<file path="src/hdl/sub_bus_cfg.svh">
// sub bus configuration defines for bank count, bank size and bank wait states
`ifndef SUB_BUS_CFG_SVH
`define SUB_BUS_CFG_SVH

// number of identical banks, decoded from address bits 19..17
`define SUB_BANKS 4

// word address bits inside one bank
`define BANK_AW 8

// cycles from a bank select to its ok
`define BANK_WAIT 2

// address field that picks the bank
`define REGION_HI 19
`define REGION_LO 17

`endif

</file>
<file path="src/hdl/bus_pkg.sv">
// bus types for the shared 68000-style sub bus and the arbiter state encoding
package bus_pkg;

    // word address, bit 0 is carried by the byte strobes
    typedef logic [19:1] addr_t;

    // one bus data word
    typedef logic [15:0] data_t;

    // byte strobes, active low, upper lane in bit 1
    typedef logic [1:0] lanes_t;

    // bus ownership
    typedef enum logic [1:0] {
        SUB_OWN    = 2'd0, // sub master drives the bus
        GRANT_WAIT = 2'd1, // request seen, sub access still running
        MAIN_OWN   = 2'd2  // main master drives the bus
    } arb_state_t;

endpackage

</file>
<file path="src/hdl/map_pkg.sv">
// memory map types for the bank selects, the region field and the word offset
`include "sub_bus_cfg.svh"

package map_pkg;

    // one bit per bank, at most one set
    typedef logic [`SUB_BANKS-1:0] bank_sel_t;

    // word offset inside a bank
    typedef logic [`BANK_AW-1:0] offset_t;

    // address bits 19..17, banks sit at the low values
    typedef logic [`REGION_HI-`REGION_LO:0] region_t;

endpackage

</file>
<file path="src/hdl/resp_collector.sv">
// response collector that picks the answering bank and registers read data and acknowledge
`timescale 1ns/1ps
`include "sub_bus_cfg.svh"

module resp_collector (
    input  logic                                clk,
    input  logic                                rst,
    input  map_pkg::bank_sel_t                  bank_sel,
    input  map_pkg::bank_sel_t                  bank_ok,
    input  bus_pkg::data_t [`SUB_BANKS-1:0]     bank_rdata,
    input  logic                                unmapped,
    input  logic                                bus_as,
    output logic                                bus_ack,
    output bus_pkg::data_t                      bus_rdata
);
    map_pkg::bank_sel_t hit;
    logic               answer;
    bus_pkg::data_t     hit_data;

    // ok alone may linger one cycle after the select drops
    assign hit    = bank_sel & bank_ok;
    assign answer = (|hit) | unmapped;

    always_comb begin
        hit_data = '1; // unmapped reads float high
        for (int i = 0; i < `SUB_BANKS; i++) begin
            if (hit[i]) begin
                hit_data = bank_rdata[i];
            end
        end
    end

    always_ff @(posedge clk or posedge rst) begin
        if (rst) begin
            bus_ack <= 1'b0;
        end else if (bus_as) begin // strobe released
            bus_ack <= 1'b0;
        end else if (answer) begin
            bus_ack <= 1'b1;
        end
    end

    always_ff @(posedge clk) begin
        if (!bus_as && answer) begin
            bus_rdata <= hit_data;
        end
    end

endmodule

</file>
<file path="config.mk">
export PLATFORM = sky130hd
export DESIGN_NAME = resp_collector
export DESIGN_NICKNAME = d
export VERILOG_FILES = /design/src/hdl/bus_pkg.sv /design/src/hdl/map_pkg.sv /design/src/hdl/resp_collector.sv
export VERILOG_INCLUDE_DIRS = /design/src /design/src/hdl
export SDC_FILE = /design/constraint.sdc
export NUM_CORES = 1
export LEC_CHECK = 0
export BUFFER_PORTS_ARGS = -buffer_cell sky130_fd_sc_hd__buf_4
export CORE_UTILIZATION = 41
export DETAILED_ROUTE_END_ITERATION = 10
export HOLD_SLACK_MARGIN = 0.08
export PLACE_DENSITY_LB_ADDON = 0.05
export SLEW_MARGIN = 10
export SYNTH_ARGS = -nofsm -noshare
export SYNTH_HDL_FRONTEND = slang
export SYNTH_SLANG_ARGS = --single-unit
</file>
<file path="constraint.sdc">
create_clock -name clk -period 2 [get_ports clk]
set_input_delay 0 -clock clk [delete_from_list [all_inputs] [get_ports clk]]
set_output_delay 0 -clock clk [all_outputs]
set_load 0.01 [all_outputs]
</file>
==> metrics <==
Final Util 0.8151; drt initial violations 28; Mapped Nets 192; Slew Viols, Final 0; placed insts 233; WP data arrival 1.55 ns; CP required 2.03 ns; Syn-to-layout area delta 84.22%; First-pass DRT Iterations 4; Root Buffer clkbuf_4; PnR worst setup slack 0.4855 ns; total global-route track usage 0.2613; Slew HR 0.5511; VDD IR-drop max 404.3 µV; Filler cells 165; HP Start bank_rdata[8]; Finish-stage setup viols 0; Vias 1,355; R2R cell count 3; RR Endpoint bus_ack; Worst R2R Start bus_ack; Seq cells post-synth 17; yosys warns 0; CTS max path bufs 2; Worst-Margin Slew 0.6717 ns; hold depth 3; post_cts resized 0; WS Path Type in2reg; outcome complete, no violations; Placer Congestion 0.8218; skew final 0 ns; H-Tree Level Count 1; Worst setup EP type flip-flop; first-pass GRT wire length 5451 µm; Vias/cell 5.252; number of buffers created by CTS 3; share of post-route cells with drive strength above 1 0.4956; n_diodes 0; Clock Sinks 17; startpoint types input pin; Max Clk Rate 0.6603 GHz; DR WL/cell 14.54 µm; unrepaired setup endpoints after global routing false; total power 1.018 mW; largest net degree at the start of global routing 19; Mapped Area 1126 µm²; Pwr per Cell Area 490.6 nW/µm²; Die Span X 54.41 µm; worst hold path class in2reg; P_leak 0.9479 nW; initial antenna violation count 0; Yosys cell types 18; full die area 2960 µm²; Rows 18; Syn Inst Count 116; GRT overflow 0; DRC 0; final WL 3751 µm; CP Max Fanout 18; I/O pin total 93; CTS tree yes; Avg Cell Area, Syn 9.708 µm²; final hold viol count 0; Clock Latency Late Sink 0.27 ns; r2r setup slk 0.58 ns; Max-cap violations 0; post-place setup slack 0.7159 ns; HPWL after DPL 2561 µm; setup_tns 0 ns; die height 54.41 µm; crit share post-route 0.7573; Initial Util 0.4425; Nets 305; IO buf count 92; vias in the first global route 1,298; Finished Layout Cells 258; Hold Path End bus_rdata[8]; core footprint 2545 µm²; Seq/Total Area, Yosys 0.4489; post-layout minimum cycle time 1.515 ns; Reg clk slew, reported paths 0.11 ns; remaining antenna violation count after routing 0
[area by class of cell]
| class | count | area [µm²] | area share |
|---|---|---|---|
| multi-input combinational | 74 | 514.2 | 0.2479 |
| tap | 30 | 37.54 | 0.01809 |
| sequential | 17 | 505.5 | 0.2437 |
| timing repair buffer | 116 | 923.4 | 0.4451 |
| clock buffer | 3 | 22.52 | 0.01086 |
| clock inverter | 1 | 7.507 | 0.003619 |
| inverter | 17 | 63.81 | 0.03076 |
[worst max-delay path by stage]
stage / start / endpoint / slack [ns] / cells after the start
final: bank_sel[0] / bus_rdata[7] / 0.49 / 5
after global placement: bank_sel[0] / bus_rdata[12] / 0.73 / 4
after detailed placement: bank_sel[0] / bus_rdata[12] / 0.72 / 4
after floorplan: bank_sel[1] / bus_rdata[0] / 0.21 / 5
after CTS: bank_sel[0] / bus_rdata[14] / 0.54 / 5
after global routing: bank_sel[0] / bus_rdata[7] / 0.47 / 5
[registers in the layout, indices dropped and copies added (netlist names)]
register / count
bus_ack: 1
bus_rdata: 16
[cells in the mapped netlist]
master    number  area (µm²)
clkbuf_1       3       11.26
o21ai_0       16       80.08
buf_2          2       10.01
a31oi_1        2       12.51
a22oi_4        1       21.27
buf_6          2       22.52
nor3_1        17       85.08
inv_1         17       63.81
o221ai_2      10       150.1
and2_4         1       8.760
nor2_1         1       3.750
edfxtp_1      16       480.5
o221ai_1       6       52.55
and2_1         1       6.260
nand2_1       18       67.56
nand3b_4       1       20.02
clkbuf_2       1       5.000
dfrtp_1        1       25.02
[power breakdown]
part	switching, mW	internal (mW)
logic	0.155	0.223
registers	0.0150	0.443
clock network	0.106	0.0758
[cells in the final DEF, fill, tap and decap left out]
master / netlist / layout
o221ai_2: 10 / 10
nor3_1: 17 / 17
clkinvlp_4: 0 / 1
clkbuf_4: 0 / 3
buf_4: 0 / 95
a31oi_2: 0 / 1
nor2_1: 1 / 1
and2_1: 1 / 1
edfxtp_1: 16 / 16
dfrtp_1: 1 / 1
o221ai_1: 6 / 6
a22oi_4: 1 / 1
and2_4: 1 / 1
o21ai_0: 16 / 16
nand3b_4: 1 / 1
inv_1: 17 / 17
dlygate4sd3_1: 0 / 21
nand2_1: 18 / 18
a31oi_1: 2 / 1
[kinds of logic after synthesis]
group / after synthesis / share of synthesized area
simple gates: 39 / 0.1700
compound gates: 35 / 0.2811
buf+inv: 25 / 0.09999
flops: 17 / 0.4489
[worst max-delay path, cell delays in order]
cell and delay (ns):
buf_4 0.08, nand2_1 0.38, nor3_1 0.38, o221ai_2 0.14
dlygate4sd3_1 0.57
[routing by layer]
layer  global-route usage  vias up  routed length [µm]  share of wire
met2               0.5000       64                2010           0.54
met1               0.2842      631                1472           0.39
met4              0.09402        0                  59          0.016
met5                    0        -                   0              0
li1                     -      652                   -              -
met3              0.04167        8                 209          0.056
[repair_timing]
action | 4_1_cts | 5_1_grt
endpoints found under the hold margin | 18 | 0
setup buffers | 0 | 0
hold buffers | 21 | 0
[through the flow]
stage / hold WS (ns) / instance area, µm²
after floorplan: -0.2713 / 1126
after global placement: -0.1551 / 1834
after detailed placement: -0.1506 / 1834
after CTS: 0.08270 / 2074
after global routing: 0.09354 / 2074
final: 0.08456 / 2074
Power figures use the tool's default switching activity.
