===== config.mk =====
export PLATFORM = sky130hd
export DESIGN_NAME = addr_decoder
export DESIGN_NICKNAME = d
export VERILOG_FILES = /design/src/hdl/bus_pkg.sv /design/src/hdl/map_pkg.sv /design/src/hdl/addr_decoder.sv
export VERILOG_INCLUDE_DIRS = /design/src /design/src/hdl
export SDC_FILE = /design/constraint.sdc
export NUM_CORES = 1
export LEC_CHECK = 0
export BUFFER_PORTS_ARGS = -buffer_cell sky130_fd_sc_hd__buf_2
export CAP_MARGIN = 15
export CORE_AREA = 3 3 40 42
export CTS_BUF_LIST = sky130_fd_sc_hd__clkbuf_4
export DETAILED_ROUTE_END_ITERATION = 7
export DIE_AREA = 0 0 43 45
export PLACE_DENSITY = 0.7
export SKIP_CTS_REPAIR_TIMING = 1
export SYNTH_ARGS = -nofsm -noshare
export SYNTH_HDL_FRONTEND = slang
export SYNTH_SLANG_ARGS = --single-unit
export TNS_END_PERCENT = 1

===== constraint.sdc =====
create_clock -name clk -period 0.8 [get_ports clk]
set_input_delay 0.04 -clock clk [delete_from_list [all_inputs] [get_ports clk]]
set_output_delay 0.04 -clock clk [all_outputs]
set_load 0.01 [all_outputs]

===== src/hdl/sub_bus_cfg.svh =====
// sub bus configuration defines for bank count, bank size and bank wait states
`ifndef SUB_BUS_CFG_SVH
`define SUB_BUS_CFG_SVH

// number of identical banks, decoded from address bits 19..17
`define SUB_BANKS 4

// word address bits inside one bank
`define BANK_AW 8

// cycles from a bank select to its ok
`define BANK_WAIT 2

// address field that picks the bank
`define REGION_HI 19
`define REGION_LO 17

`endif


===== src/hdl/bus_pkg.sv =====
// bus types for the shared 68000-style sub bus and the arbiter state encoding
package bus_pkg;

    // word address, bit 0 is carried by the byte strobes
    typedef logic [19:1] addr_t;

    // one bus data word
    typedef logic [15:0] data_t;

    // byte strobes, active low, upper lane in bit 1
    typedef logic [1:0] lanes_t;

    // bus ownership
    typedef enum logic [1:0] {
        SUB_OWN    = 2'd0, // sub master drives the bus
        GRANT_WAIT = 2'd1, // request seen, sub access still running
        MAIN_OWN   = 2'd2  // main master drives the bus
    } arb_state_t;

endpackage


===== src/hdl/map_pkg.sv =====
// memory map types for the bank selects, the region field and the word offset
`include "sub_bus_cfg.svh"

package map_pkg;

    // one bit per bank, at most one set
    typedef logic [`SUB_BANKS-1:0] bank_sel_t;

    // word offset inside a bank
    typedef logic [`BANK_AW-1:0] offset_t;

    // address bits 19..17, banks sit at the low values
    typedef logic [`REGION_HI-`REGION_LO:0] region_t;

endpackage


===== src/hdl/addr_decoder.sv =====
// address decoder with registered one-hot bank selects, unmapped flag and word offset
`timescale 1ns/1ps
`include "sub_bus_cfg.svh"

module addr_decoder (
    input  logic                clk,
    input  logic                rst,
    input  logic                bus_as,
    input  bus_pkg::addr_t      bus_addr,
    output map_pkg::bank_sel_t  bank_sel,
    output logic                unmapped,
    output map_pkg::offset_t    offset
);
    map_pkg::region_t   region;
    logic               mapped;
    map_pkg::bank_sel_t sel_next;

    assign region = bus_addr[`REGION_HI:`REGION_LO];
    assign mapped = (region < `SUB_BANKS);

    always_comb begin
        sel_next = '0;
        for (int i = 0; i < `SUB_BANKS; i++) begin
            if (region == map_pkg::region_t'(i)) begin
                sel_next[i] = 1'b1;
            end
        end
    end

    always_ff @(posedge clk or posedge rst) begin
        if (rst) begin
            bank_sel <= '0;
            unmapped <= 1'b0;
        end else if (!bus_as) begin // strobe low, decode the held address
            bank_sel <= sel_next;
            unmapped <= ~mapped;
        end else begin
            bank_sel <= '0;
            unmapped <= 1'b0;
        end
    end

    // offset follows the address so it lines up with the select
    always_ff @(posedge clk) begin
        if (!bus_as) begin
            offset <= bus_addr[`BANK_AW:1];
        end
    end

endmodule


==> flow_summary.json <==
{
  "crit_path_top_delay_cell": "sky130_fd_sc_hd__edfxtp_1",
  "total_die_area_um2": 1940,
  "synth_cell_types": 7,
  "peakVddDrop_v": 0.000744,
  "netlist_instances": 20,
  "nets": 83,
  "postLayoutSetupSlackWorst_ns": -0.0486,
  "grt_overflow_total": 0,
  "core.rowCount": 13,
  "timing.slew.headroom": 0.813,
  "drt_drc_violations_left": 0,
  "grt_use_total": 0.0869,
  "unrepaired_setup_endpoints_after_global_routing": "true",
  "cpLargestDelayFamily": "flip-flops",
  "cp-endpoint": "offset[0]",
  "fp.dieW_um": 43,
  "h-tree-depth": 1,
  "grt_max_degree": 9,
  "run_status": "finished, violations left",
  "finish.cell_count_without_fillers": 75,
  "vias_post_dr": 322,
  "placedCellCount": 61,
  "cts-root-to-sink-buffers": 2,
  "cp_slowest_stage_delay_ns": 0.39,
  "detailedRoute.firstPassIterationCount": 2,
  "first_global_vias": 263,
  "detail_route.wl_per_cell_um": 13.6,
  "antenna_found_initial": 0,
  "crit_path_from": "offset[0]$_DFFE_PN_",
  "cts_tree": "built",
  "synth.yosys.warnings": 0,
  "dpl_worst_slack_ns": 0.0585,
  "drt-vias-per-instance": 4.29,
  "wirelength_um": 1020,
  "violations": "negative hold slack, negative setup slack",
  "cellPowerDensity_nw_per_um2": 1910,
  "timing.critical_path.buf_inv": 1,
  "power.share.sequential": 0.568,
  "n_fill_cell": 114,
  "finalCriticalPeriod_ns": 0.849,
  "cp.required_ns": 0.76,
  "drv.max_cap_violation_count": 0,
  "synth_nets": 42,
  "combPwrFrac": 0.124,
  "seq_area_frac_synth": 0.874,
  "total_inserted_antenna_cells": 0,
  "tightestPinTransition_ns": 0.280,
  "ioPinCount": 35,
  "power.switching_fraction": 0.203,
  "start_util": 0.325,
  "syn_avg_cell_area_um2": 20.9,
  "fin_hold_ws_ns": -0.0315,
  "port_buffers": 26,
  "max_slew_violation_total_from_the_final_report": 0,
  "mappedNetlistArea_um2": 418,
  "net-switching-power_uw": 275,
  "first_iter_violations": 2,
  "grt_use_met2": 0.120,
  "hold_viol_final": 3,
  "cts.clk_slew.worst_paths_ns": 0.07,
  "grt_util_met1": 0.113,
  "tritoncts_num_sinks": 13,
  "grt_pass1_wl_um": 1150,
  "final-setup-viol-count": 8,
  "routabilityCongestion": 0.691,
  "crit_path_cell_trace": "buf_2",
  "path_depth": 1,
  "die_height_um": 45,
  "fin_util": 0.552,
  "globalRouteMet3Util": 0.0359,
  "global_route.peak_usage_layer": "met2",
  "max_freq_ghz": 1.18,
  "drive_above_1_share": 0.533,
  "cts_made_buffers": 3,
  "synth_seq_cells": 13,
  "arrival_ns": 0.81,
  "criticalPathCategory": "register to output port",
  "core_region_area_um2": 1280,
  "start_kind": "register",
  "end_kind": "output port",
  "critical_path.max_fanout": 1,
  "pwr-share-clk": 0.308,
  "final.period_utilization": 1.06,
  "syn_to_final_growth_pct": 69.8,
  "hpwl_um": 666,
  "cell_chosen_for_the_clock_root": "sky130_fd_sc_hd__clkbuf_4",
  "p_int_mw": 1.08,
  "detail-route-antenna-nets": 0,
  "static-leakage-power_nw": 0.339,
  "hold_path.class": "primary input to register"
}
## layer usage
layer	wire length, um	part of all wire
met5	0	0
met4	0	0
met3	117	0.12
met2	468	0.46
met1	431	0.42
## flip-flops by register name, summed over array words and instances, names as in the netlist
signal    count
unmapped      1
offset        8
bank_sel      4
## power groups by stage
stage          logic, mW  clock network [mW]  registers (mW)
2_1_floorplan     0.0190                   0           0.805
4_1_cts            0.124               0.433           0.767
3_5_place_dp       0.124                   0           0.782
3_3_place_gp       0.123                   0           0.779
5_1_grt            0.179               0.454           0.772
6_report           0.167               0.416           0.768
## synthesized netlist by cell type
library cell               count  share of area
sky130_fd_sc_hd__inv_1         2          0.018
sky130_fd_sc_hd__dfrtp_1       5           0.30
sky130_fd_sc_hd__nor4_1        1          0.015
sky130_fd_sc_hd__nor4b_1       2          0.042
sky130_fd_sc_hd__and4bb_2      1          0.030
sky130_fd_sc_hd__edfxtp_1      8           0.57
sky130_fd_sc_hd__and2b_2       1          0.021
## kinds of logic after synthesis
| family | count (synthesis) | share of synthesized area |
|---|---|---|
| simple gates | 5 | 0.108 |
| buf+inv | 2 | 0.0180 |
| flops | 13 | 0.874 |
## per-stage QoR
stage | instance area, um^2 | setup TNS, ns | hold WS [ns] | total power [mW]
final | 709 | -0.147 | -0.0315 | 1.35
after global routing | 709 | -0.608 | -0.0297 | 1.41
after global placement | 567 | 0 | -0.0541 | 0.902
after detailed placement | 567 | 0 | -0.0526 | 0.906
after floorplan | 418 | 0 | -0.181 | 0.824
after CTS | 597 | -0.256 | -0.347 | 1.32
## worst min path at each step
stage / start / slack [ns] / to / cells after the start
2_1_floorplan: rst / -0.18 / bank_sel[0]$_DFF_PP0_ / 1
3_3_place_gp: rst / -0.05 / bank_sel[3]$_DFF_PP0_ / 2
3_5_place_dp: rst / -0.05 / bank_sel[3]$_DFF_PP0_ / 2
4_1_cts: rst / -0.35 / bank_sel[0]$_DFF_PP0_ / 2
5_1_grt: bus_addr[16] / -0.03 / bank_sel[0]$_DFF_PP0_ / 2
6_report: bus_addr[16] / -0.03 / bank_sel[0]$_DFF_PP0_ / 2
## cells in the final DEF, fill, tap and decap left out, drive strengths merged
master and count:
dlygate4sd3 10, buf 26, nor4b 2, and2b 1, nor4 1, inv 2, clkbuf 4, dfrtp 5
and4bb 1, edfxtp 8
## layout make-up
type                            instances  area, um^2  share of cell area
Timing Repair Buffer                   36         243               0.342
Clock buffer                            4        30.0              0.0423
Sequential cell                        13         365               0.515
Multi-Input combinational cell          5        45.0              0.0635
Inverter                                2        7.51              0.0106
Tap cell                               15        18.8              0.0265
Power figures use the tool's default switching activity.
