### src/hdl/bus_pkg.sv
// bus types for the shared 68000-style sub bus and the arbiter state encoding
package bus_pkg;

    // word address, bit 0 is carried by the byte strobes
    typedef logic [19:1] addr_t;

    // one bus data word
    typedef logic [15:0] data_t;

    // byte strobes, active low, upper lane in bit 1
    typedef logic [1:0] lanes_t;

    // bus ownership
    typedef enum logic [1:0] {
        SUB_OWN    = 2'd0, // sub master drives the bus
        GRANT_WAIT = 2'd1, // request seen, sub access still running
        MAIN_OWN   = 2'd2  // main master drives the bus
    } arb_state_t;

endpackage

### src/hdl/bus_arbiter.sv
// bus arbiter that hands the shared bus to the sub or main master and routes the answer back
`timescale 1ns/1ps

module bus_arbiter (
    input  logic                clk,
    input  logic                rst,
    input  logic                sub_as,
    input  logic                sub_rnw,
    input  bus_pkg::addr_t      sub_addr,
    input  bus_pkg::lanes_t     sub_dsn,
    input  bus_pkg::data_t      sub_dout,
    input  logic                main_br,
    input  logic                main_as,
    input  logic                main_rnw,
    input  bus_pkg::addr_t      main_addr,
    input  bus_pkg::lanes_t     main_dsn,
    input  bus_pkg::data_t      main_dout,
    input  logic                bus_ack,
    input  bus_pkg::data_t      bus_rdata,
    output logic                sub_dtackn,
    output bus_pkg::data_t      sub_din,
    output logic                main_bg,
    output logic                main_ok,
    output bus_pkg::data_t      main_din,
    output logic                bus_as,
    output logic                bus_rnw,
    output bus_pkg::addr_t      bus_addr,
    output bus_pkg::lanes_t     bus_dsn,
    output bus_pkg::data_t      bus_wdata
);
    bus_pkg::arb_state_t state;
    logic                main_own;

    assign main_own = (state == bus_pkg::MAIN_OWN);

    // owner drives the shared bus, the other strobe never reaches it
    assign bus_as    = main_own ? main_as   : sub_as;
    assign bus_rnw   = main_own ? main_rnw  : sub_rnw;
    assign bus_addr  = main_own ? main_addr : sub_addr;
    assign bus_dsn   = main_own ? main_dsn  : sub_dsn;
    assign bus_wdata = main_own ? main_dout : sub_dout;

    assign sub_dtackn = ~(bus_ack & ~main_own); // sub stalls while main owns
    assign main_ok    = bus_ack & main_own;
    assign sub_din    = main_own ? '1 : bus_rdata;
    assign main_din   = main_own ? bus_rdata : '1;

    always_ff @(posedge clk or posedge rst) begin
        if (rst) begin
            state   <= bus_pkg::SUB_OWN;
            main_bg <= 1'b0;
        end else begin
            case (state)
                bus_pkg::SUB_OWN: begin
                    if (main_br && sub_as) begin // sub idle, grant now
                        state   <= bus_pkg::MAIN_OWN;
                        main_bg <= 1'b1;
                    end else if (main_br) begin
                        state <= bus_pkg::GRANT_WAIT;
                    end
                end
                bus_pkg::GRANT_WAIT: begin
                    if (!main_br) begin // request withdrawn
                        state <= bus_pkg::SUB_OWN;
                    end else if (sub_as) begin // sub strobe released
                        state   <= bus_pkg::MAIN_OWN;
                        main_bg <= 1'b1;
                    end
                end
                bus_pkg::MAIN_OWN: begin
                    if (!main_br) begin
                        state   <= bus_pkg::SUB_OWN;
                        main_bg <= 1'b0;
                    end
                end
                default: begin
                    state   <= bus_pkg::SUB_OWN;
                    main_bg <= 1'b0;
                end
            endcase
        end
    end

endmodule

### config.mk
export PLATFORM = sky130hd
export DESIGN_NAME = bus_arbiter
export DESIGN_NICKNAME = d
export VERILOG_FILES = /design/src/hdl/bus_pkg.sv /design/src/hdl/bus_arbiter.sv
export SDC_FILE = /design/constraint.sdc
export NUM_CORES = 1
export LEC_CHECK = 0
export BUFFER_PORTS_ARGS = -buffer_cell sky130_fd_sc_hd__buf_4
export CORE_AREA = 4 4 65 67
export CTS_CLUSTER_SIZE = 20
export DETAILED_ROUTE_END_ITERATION = 10
export DIE_AREA = 0 0 69 71
export PLACE_DENSITY = 0.77
export SYNTH_ARGS = -nofsm -noshare
export SYNTH_HDL_FRONTEND = slang
export SYNTH_SLANG_ARGS = --single-unit
export TNS_END_PERCENT = 50
### constraint.sdc
create_clock -name clk -period 3.84 [get_ports clk]
set_clock_uncertainty 0.15 [all_clocks]
set_input_delay 0.384 -clock clk [delete_from_list [all_inputs] [get_ports clk]]
set_output_delay 0.384 -clock clk [all_outputs]
set_load 0.05 [all_outputs]
==> impl_metrics.json <==
{
  "fin_util_pct": 62.60,
  "path_max_fanout": 74,
  "synthSimpleGateAreaFrac_pct": 25.27,
  "cp-end-kind": "output port",
  "grt.overflow.total": 0,
  "vias_per_cell": 4.178,
  "min_from": "sub_as",
  "synth_adder_area_share_pct": 0,
  "seq_area_frac_synth_pct": 8.065,
  "reg2reg_from": "state[1]",
  "syn_to_final_growth_pct": 144.4,
  "nFillCells": 337,
  "worstHoldEndpoint": "state[0]",
  "htree_levels": 1,
  "crit_type": "flip-flop to output port",
  "powerDensity_nw_per_um2": 287.4,
  "wire_per_inst_um": 15.28,
  "period_share_pct": 65.04,
  "setup_viol": 0,
  "grt_pass1_vias": 1342,
  "dr_wl_met2_um": 2582,
  "ant_nets": 0,
  "synthXorXnorAreaFrac_pct": 0,
  "setup-tns-final_ps": 0,
  "r2r_slack_ps": 2190,
  "synth_top_family_by_area": "multiplexers",
  "track_usage_pct": 17.24,
  "dpl.hpwl_um": 4165,
  "dr.max_layer_used": "met3",
  "antenna_found_initial": 0,
  "slew_headroom_pct": 39.24,
  "dr.pass1.iters": 4,
  "leakagePower_uw": 0.001269,
  "cts_num_sinks": 3,
  "cts_tree": "done",
  "worst_r2r_path_depth": 2,
  "start_util_pct": 25.62,
  "fin_nets": 360,
  "die_w_um": 69,
  "hold_path.class": "primary input to flip-flop",
  "holdPathStages": 2,
  "portBuffers": 171,
  "place_ws_ps": 1571,
  "synth_compound_area_share_pct": 1.882,
  "cts.path.max_buffers": 2,
  "layout_setup_ws_ps": 1342,
  "met3_length_um": 520,
  "critPathLaunch": "state[1]",
  "slew_viol_final": 0,
  "drt-met1-wl_um": 1619,
  "yosys-mux-area-fraction_pct": 57.26,
  "layout-drive-gt1-share_pct": 88.12,
  "drtIter0Drc": 38,
  "yosysUniqueCellTypes": 16,
  "die_y_um": 71,
  "synthesis.nets": 191,
  "cap_violations": 0,
  "worstReg2RegEnd": "state[1]",
  "core-area_um2": 3633,
  "cts_resized": 0,
  "start_kind": "flip-flop",
  "rsz0062_at_grt": "false",
  "clk-insertion-delay-late_ps": 210,
  "yosysWarnings": 0,
  "antennaDiodeCount": 0,
  "route.vias.total": 1291,
  "routed_wl_um": 4722,
  "cts-root-buf": "clkbuf_8",
  "drc": 0,
  "period_needed_ps": 2498,
  "syn_area_um2": 930.9,
  "vdd_drop_max_uv": 296.7,
  "syn_avg_cell_area_um2": 10.01,
  "finalHoldViolCount": 0,
  "worst_pin_slew_ps": 910.9,
  "grt_pass1_wl_um": 6900,
  "cp.required_ps": 3310,
  "row_count": 22,
  "numCtsBuffers": 3,
  "yosys_register_bits": 3,
  "clkTransAtPathRegs_ps": 30,
  "gp_congestion": 0.8298,
  "ioPinCount": 172,
  "arrival_ps": 1960,
  "fmax_ghz": 0.4004,
  "dieArea_um2": 4899,
  "run_status": "complete, no violations",
  "grt_max_degree": 75,
  "syn_inst": 93
}
-- cell usage after synthesis --
cell | count | share of area [%]
dfrtp_1 | 3 | 8.1
nand2_1 | 1 | 0.40
nand3b_1 | 1 | 0.81
buf_2 | 2 | 1.1
nor2_1 | 1 | 0.40
mux2_4 | 25 | 40
inv_1 | 2 | 0.81
or2_2 | 16 | 11
nand2b_1 | 18 | 12
buf_6 | 4 | 4.8
a21oi_1 | 1 | 0.54
clkbuf_1 | 2 | 0.81
o21ai_0 | 1 | 0.54
nor3b_1 | 1 | 0.81
a21boi_0 | 1 | 0.81
mux2_2 | 14 | 17
-- what timing repair did --
action | 4_1_cts | 5_1_grt
hold buffers | 1 | 0
buffers inserted | 0 | 0
hold endpoints to repair | 3 | 0
endpoints found under the setup margin | 0 | 0
-- sequential cells by signal, indices dropped and copies added (netlist names) --
signal and count:
main_bg 1, state 2
-- how the worst max path moves through the flow --
stage / end / slack, ps / cells after the start
6_report: bus_addr[18] / 1340 / 3
5_1_grt: bus_wdata[15] / 1250 / 3
4_1_cts: bus_addr[18] / 1340 / 3
3_5_place_dp: bus_addr[18] / 1570 / 3
3_3_place_gp: bus_dsn[1] / 1590 / 3
2_1_floorplan: main_ok / 1860 / 4
-- worst max-delay path, stage by stage (launching register included) --
cell and delay (ps):
dfrtp_1 420, nand2b_4 700, mux2_2 420, buf_4 190
-- report_power, final --
| part | internal, µW | total [µW] | switching (µW) |
|---|---|---|---|
| sequential | 35.3 | 38.5 | 3.23 |
| combinational | 211 | 524 | 314 |
| clock | 70.8 | 90.9 | 20.1 |
| total | 317 | 654 | 337 |
-- cell type report --
| cell class | instances | area (µm²) | share of cell area, % |
|---|---|---|---|
| Tap cell | 48 | 60.06 | 2.640 |
| Multi-Input combinational cell | 80 | 793.3 | 34.87 |
| Sequential cell | 3 | 75.07 | 3.300 |
| Inverter | 2 | 7.507 | 0.3300 |
| Timing Repair Buffer | 172 | 1294 | 56.88 |
| Clock buffer | 4 | 45.04 | 1.980 |
-- layout by cell type, fill, tap and decap left out, drive strengths merged --
| cell type | n |
|---|---|
| buf | 171 |
| mux2 | 39 |
| nand2b | 18 |
| or2 | 16 |
| clkbuf | 4 |
| dfrtp | 3 |
| inv | 2 |
| a21boi | 1 |
| a21oi | 1 |
| nand3b | 1 |
| o21ai | 1 |
| nand2 | 1 |
| nor2 | 1 |
| nor3b | 1 |
| dlygate4sd3 | 1 |
-- per-stage QoR --
| stage | cell area, µm² | power [µW] | cells | hold slack [ps] |
|---|---|---|---|---|
| 2_1_floorplan | 930.9 | 385.1 | 93 | -12.36 |
| 3_3_place_gp | 2220 | 561.1 | 304 | 109.9 |
| 3_5_place_dp | 2220 | 565.8 | 304 | 120.6 |
| 4_1_cts | 2275 | 658.3 | 309 | 208.9 |
| 5_1_grt | 2275 | 680.1 | 309 | 219.0 |
| 6_report | 2275 | 653.8 | 309 | 205.9 |
-- routing by layer --
layer	vias up	GRT usage [%]
li1	648	-
met4	0	1.952
met1	557	17.79
met2	86	33.79
met5	-	0
met3	0	6.534
-- cells by family after synthesis --
kind of cell,Yosys count
flops,3
compound gates,3
simple gates,38
mux,39
buf+inv,10
Note: power is estimated with default switching activity, not from simulation.
