File: src/hdl/sub_bus_cfg.svh
// sub bus configuration defines for bank count, bank size and bank wait states
`ifndef SUB_BUS_CFG_SVH
`define SUB_BUS_CFG_SVH

// number of identical banks, decoded from address bits 19..17
`define SUB_BANKS 4

// word address bits inside one bank
`define BANK_AW 8

// cycles from a bank select to its ok
`define BANK_WAIT 2

// address field that picks the bank
`define REGION_HI 19
`define REGION_LO 17

`endif

File: src/hdl/bus_pkg.sv
// bus types for the shared 68000-style sub bus and the arbiter state encoding
package bus_pkg;

    // word address, bit 0 is carried by the byte strobes
    typedef logic [19:1] addr_t;

    // one bus data word
    typedef logic [15:0] data_t;

    // byte strobes, active low, upper lane in bit 1
    typedef logic [1:0] lanes_t;

    // bus ownership
    typedef enum logic [1:0] {
        SUB_OWN    = 2'd0, // sub master drives the bus
        GRANT_WAIT = 2'd1, // request seen, sub access still running
        MAIN_OWN   = 2'd2  // main master drives the bus
    } arb_state_t;

endpackage

File: src/hdl/map_pkg.sv
// memory map types for the bank selects, the region field and the word offset
`include "sub_bus_cfg.svh"

package map_pkg;

    // one bit per bank, at most one set
    typedef logic [`SUB_BANKS-1:0] bank_sel_t;

    // word offset inside a bank
    typedef logic [`BANK_AW-1:0] offset_t;

    // address bits 19..17, banks sit at the low values
    typedef logic [`REGION_HI-`REGION_LO:0] region_t;

endpackage

File: src/hdl/mem_bank.sv
// memory bank with byte-lane writes and a fixed wait-state counter that raises ok
`timescale 1ns/1ps

module mem_bank #(
    parameter int AW   = 8,
    parameter int WAIT = 2
) (
    input  logic                clk,
    input  logic                rst,
    input  logic                sel,
    input  map_pkg::offset_t    offset,
    input  logic                bus_rnw,
    input  bus_pkg::lanes_t     bus_dsn,
    input  bus_pkg::data_t      bus_wdata,
    output logic                ok,
    output bus_pkg::data_t      rdata
);
    localparam int CW = $clog2(WAIT + 1);

    bus_pkg::data_t mem [2**AW];
    logic [CW-1:0]  cnt;
    logic           fire;

    // last wait cycle, ok rises on this edge
    assign fire = sel & ~ok & (cnt == CW'(WAIT - 1));

    initial begin
        for (int i = 0; i < 2**AW; i++) begin
            mem[i] = '0;
        end
    end

    always_ff @(posedge clk or posedge rst) begin
        if (rst) begin
            cnt <= '0;
            ok  <= 1'b0;
        end else if (!sel) begin // restart on the next rising select
            cnt <= '0;
            ok  <= 1'b0;
        end else if (fire) begin
            ok <= 1'b1; // held until the select drops
        end else if (!ok) begin
            cnt <= cnt + 1'b1;
        end
    end

    always_ff @(posedge clk) begin
        if (fire) begin
            if (bus_rnw) begin
                rdata <= mem[offset];
            end else begin
                if (!bus_dsn[1]) begin
                    mem[offset][15:8] <= bus_wdata[15:8]; // upper lane
                end
                if (!bus_dsn[0]) begin
                    mem[offset][7:0] <= bus_wdata[7:0]; // lower lane
                end
            end
        end
    end

endmodule

File: config.mk
export PLATFORM = sky130hd
export DESIGN_NAME = mem_bank
export DESIGN_NICKNAME = d
export VERILOG_FILES = /design/src/hdl/bus_pkg.sv /design/src/hdl/map_pkg.sv /design/src/hdl/mem_bank.sv
export VERILOG_INCLUDE_DIRS = /design/src /design/src/hdl
export SDC_FILE = /design/constraint.sdc
export NUM_CORES = 2
export LEC_CHECK = 0
export BUFFER_PORTS_ARGS = -buffer_cell sky130_fd_sc_hd__buf_2
export CAP_MARGIN = 30
export CORE_UTILIZATION = 57
export CTS_CLUSTER_SIZE = 12
export DETAILED_ROUTE_END_ITERATION = 6
export PLACE_DENSITY_LB_ADDON = 0.08
export REMOVE_ABC_BUFFERS = 1
export SLEW_MARGIN = 15
export SYNTH_ARGS = -nofsm -noshare
export SYNTH_HDL_FRONTEND = slang
export SYNTH_SLANG_ARGS = --single-unit
File: constraint.sdc
create_clock -name clk -period 3.45 [get_ports clk]
set_input_delay 0.1725 -clock clk [delete_from_list [all_inputs] [get_ports clk]]
set_output_delay 0.1725 -clock clk [all_outputs]
set_load 0.05 [all_outputs]
==> metrics.md <==
| Metric | Value |
|---|---|
| # port buffers | `46` |
| Pre-CTS WS | `-0.168 ns` |
| Avg Inst Size Synth | `22.3 um2` |
| Clk_lat worst skew | `roughly 0.94 ns` |
| Layout Nets | `8,034` |
| Non-Filler Instances | `11,866` |
| IR drop worst, VDD | `458 uV` |
| Pwr dens | `between 500 and 600 nW/um2` |
| Combinational share of power | `roughly 5%` |
| Initial cell density of the core | `57.3%` |
| FILL cells | `17,516` |
| Total negative slack | `0 ns` |
| Hold path endpoint | `cnt[1]$_DFFE_PP0P_` |
| Storage element area | `124,000 um2` |
| Gpl congestion | `0.847` |
| Setup ws final | `about 0.16 ns` |
| Min cycle time layout | `3.29 ns` |
| Reg2reg start | `cnt[1]$_DFFE_PP0P_` |
| Layout area overhead | `15.2%` |
| Run status | `finished clean` |
| Post-CTS setup buffer count | `0` |
| # Max-Cap Violations | `0` |
| Row Count | `192` |
| Clk sinks | `between 4,000 and 5,000` |
| Vias in the first global route | `just under 80,000` |
| Crit-path max FO | `8` |
| Width of the die | `526 um` |
| DR vias | `77,532` |
| Number of cells on the worst hold path | `3` |
| Slew HR | `13.9%` |
| Post-synth EDFFs | `4,112` |
| Hold Path Origin | `sel` |
| Area share of the largest cell type after synthesis | `around four fifths` |
| Share of cells above drive strength 1 | `a little under a third` |
| Cells after synthesis | `7,046` |
| DP HPWL | `roughly 240,000 um` |
| H-tree depth | `5` |
| Core Area | `approximately 270,000 um2` |
| Sequential element share of the synthesized area | `78.8%` |
| Worst reg-to-reg setup slack | `0.16 ns` |
| Initial antenna violation count | `18` |
| Per-cell routed wire length | `roughly 33 um` |
| Leading area contributor after synthesis | `edfxtp_1` |
| Grt ovf | `0` |
| Count of final max-slew check failures | `0` |
| Slew @ Worst Pin | `1.29 ns` |
| P_leak | `56.9 nW` |
| CP Capture Type | `flop` |
| Worst min-delay path class | `primary input to flop` |
| Distinct cells, synth | `25` |
| First-pass DRT Iterations | `5` |
| Reg2reg end | `mem[117][12]$_DFFE_PP_` |
| Maximum root-to-sink buffer count | `4` |
| Root Buffer | `clkbuf_16` |
| WL final | `393,000 um` |
| Final setup vio count | `0` |
| Crit Path Category | `flop to flop` |
| CTS tree | `built` |
| Reg power frac | `~55%` |
| Startpoint types | `flop` |
| Crit path DAT | `3.85 ns` |
| Initial DRC count | `approximately 10,000` |
| P_sw | `21.1 mW` |
| Switch share | `21.0%` |
| Most area-consuming cells after synthesis | `edfxtp_1 79%, mux4_2 15%, a22oi_1 2.5%` |
| Clock share of power | `~40%` |
| GRT Total Usage | `28.6%` |
| DP Cell Count | `11,152` |
| Asr flop ratio synth | `0.0729%` |
| Die footprint | `277,000 um2` |
| Area of the multi-input gates | `31,400 um2` |
| Mapped cell area | `157,000 um2` |
| Post-DRT Antenna Nets | `0` |
| Reg2Reg Depth | `8` |
| Worst path required time | `~4 ns` |
| Final Hold Viols | `0` |
| Yosys warns | `0` |
| Final routed DRC violation total | `0` |
| First-pass GRT wire length | `564,000 um` |
| Die Y | `about 530 um` |
| Via density | `6.53` |
| Worst-path clk slew | `0.06 ns` |
| Setup Skew | `0.0272 ns` |
| Synthesized flop and latch total | `4,115` |
| CTS Buf Count | `414` |
| Main synth FF type | `edfxtp_1` |
| Number of placed I/O pins | `47` |
| RSZ-0062 raised after global routing | `false` |
| Final period util | `95.5%` |
| Internal power | `79.6 mW` |
| Pin count of the biggest net entering global routing | `133` |
| Fmax achieved | `304 MHz` |
## cell type report
type                            instances  area share, %
Antenna cell                            8         0.0111
Sequential cell                      4115           68.4
Inverter                                3        0.00623
Clock buffer                          542           6.14
Multi-Input combinational cell       2466           17.4
Timing Repair Buffer                 1003           5.13
Tap cell                             3589           2.49
Clock inverter                        140          0.452
## logic make-up (layout without fill, tap and decap cells)
| family | count (synthesis) | in the layout | synth area share [%] |
|---|---|---|---|
| xor+xnor | 1 | 1 | 0.00559 |
| simple gates | 607 | 607 | 1.51 |
| other cells | 0 | 8 | 0 |
| flops | 4115 | 4115 | 78.8 |
| compound gates | 833 | 833 | 3.63 |
| fa+ha+maj | 1 | 1 | 0.00798 |
| buf+inv | 465 | 1688 | 1.33 |
| mux | 1024 | 1024 | 14.7 |
## sequential cells by signal, summed over array words and instances, names as in the netlist
name   flops
rdata     16
ok         1
cnt        2
mem     4096
## power by group through the flow
stage	sequential [mW]	clock (mW)	combinational, mW
6_report	55.1	40.6	5.01
4_1_cts	55.1	41.2	5.02
2_1_floorplan	56.2	0	1.90
3_5_place_dp	56.1	0	4.99
3_3_place_gp	56.1	0	4.92
5_1_grt	55.0	43.0	5.25
## metrics by stage
| stage | power [mW] | instance area [um2] | utilization (%) | hold slack (ns) |
|---|---|---|---|---|
| after floorplan | 58.1 | 155000 | - | -0.0739 |
| after global placement | 61.0 | 168000 | 61.6 | 0.101 |
| after detailed placement | 61.1 | 168000 | 61.6 | 0.102 |
| after CTS | 101 | 181000 | 66.0 | 0.0486 |
| after global routing | 103 | 181000 | 66.0 | 0.127 |
| final | 101 | 181000 | 66.0 | 0.124 |
## cells in the final DEF (no fill, tap or decap), types with 2 or more instances in the layout
cell type,netlist,routed
clkbuf_8,0,2
clkbuf_1,306,115
nor2b_4,0,4
nand4_1,16,16
o41ai_1,64,64
inv_6,0,12
or3_1,2,2
and2_1,3,2
nand2_1,46,33
a22oi_1,512,512
dlygate4sd3_1,0,22
inv_1,3,3
clkbuf_16,0,425
edfxtp_1,4112,4112
clkbuf_2,0,2
dfrtp_1,3,3
nor2_4,0,2
nand2_4,0,13
clkinv_1,0,87
nor2_1,525,518
nand2b_4,0,2
diode_2,0,8
buf_8,0,17
nor2b_1,7,3
clkinv_2,0,32
buf_2,78,31
nor2_2,0,5
buf_4,10,801
nand3_4,0,4
a21oi_1,256,256
mux4_2,1024,1024
buf_12,0,130
bufinv_16,0,5
## what timing repair did
| action | in CTS | in global routing |
|---|---|---|
| gates cloned | 0 | 0 |
| hold buffers | 22 | 0 |
| gates resized for setup | 1 | 3 |
| pin swaps | 0 | 0 |
| endpoints found under the hold margin | 1783 | 0 |
| setup endpoints to repair | 8 | 45 |
## how the worst max path moves through the flow
stage / start / to / slack [ns] / cells after the start
6_report: cnt[1]$_DFFE_PP0P_ / mem[117][12]$_DFFE_PP_ / 0.16 / 8
5_1_grt: cnt[1]$_DFFE_PP0P_ / mem[117][12]$_DFFE_PP_ / 0.05 / 8
4_1_cts: cnt[1]$_DFFE_PP0P_ / mem[177][0]$_DFFE_PP_ / 0.002 / 8
3_5_place_dp: offset[0] / rdata[13]$_DFFE_PP_ / -0.17 / 10
3_3_place_gp: offset[0] / rdata[11]$_DFFE_PP_ / -0.48 / 10
2_1_floorplan: offset[3] / mem[196][0]$_DFFE_PP_ / -10.72 / 3
## synth_stat cells, types with 16 or more instances
cell type,number
nand2_1,46
buf_1,40
nor2_1,525
buf_6,28
nand4_1,16
edfxtp_1,4112
buf_2,78
a22oi_1,512
a21oi_1,256
clkbuf_1,306
mux4_2,1024
o41ai_1,64
## layer usage
metal / vias to the layer above / part of all wire (%) / global-route usage, %
met3: 569 / 11 / 7.26
met1: 41174 / 40 / 41.6
li1: 31859 / - / -
met4: 14 / 2.7 / 8.31
met2: 3916 / 47 / 43.6
met5: - / 0.027 / 0
## worst max-delay path, cell delays in order, from the launching register on
cell      delay [ns]
dfrtp_1         0.40
inv_1           0.09
ha_1            0.18
nand3b_1        0.14
or3_1           0.53
nor2_1          0.45
buf_4           0.24
nand2_1         0.13
nor2_1          0.74
No activity file was read; power rests on OpenSTA's default activity.
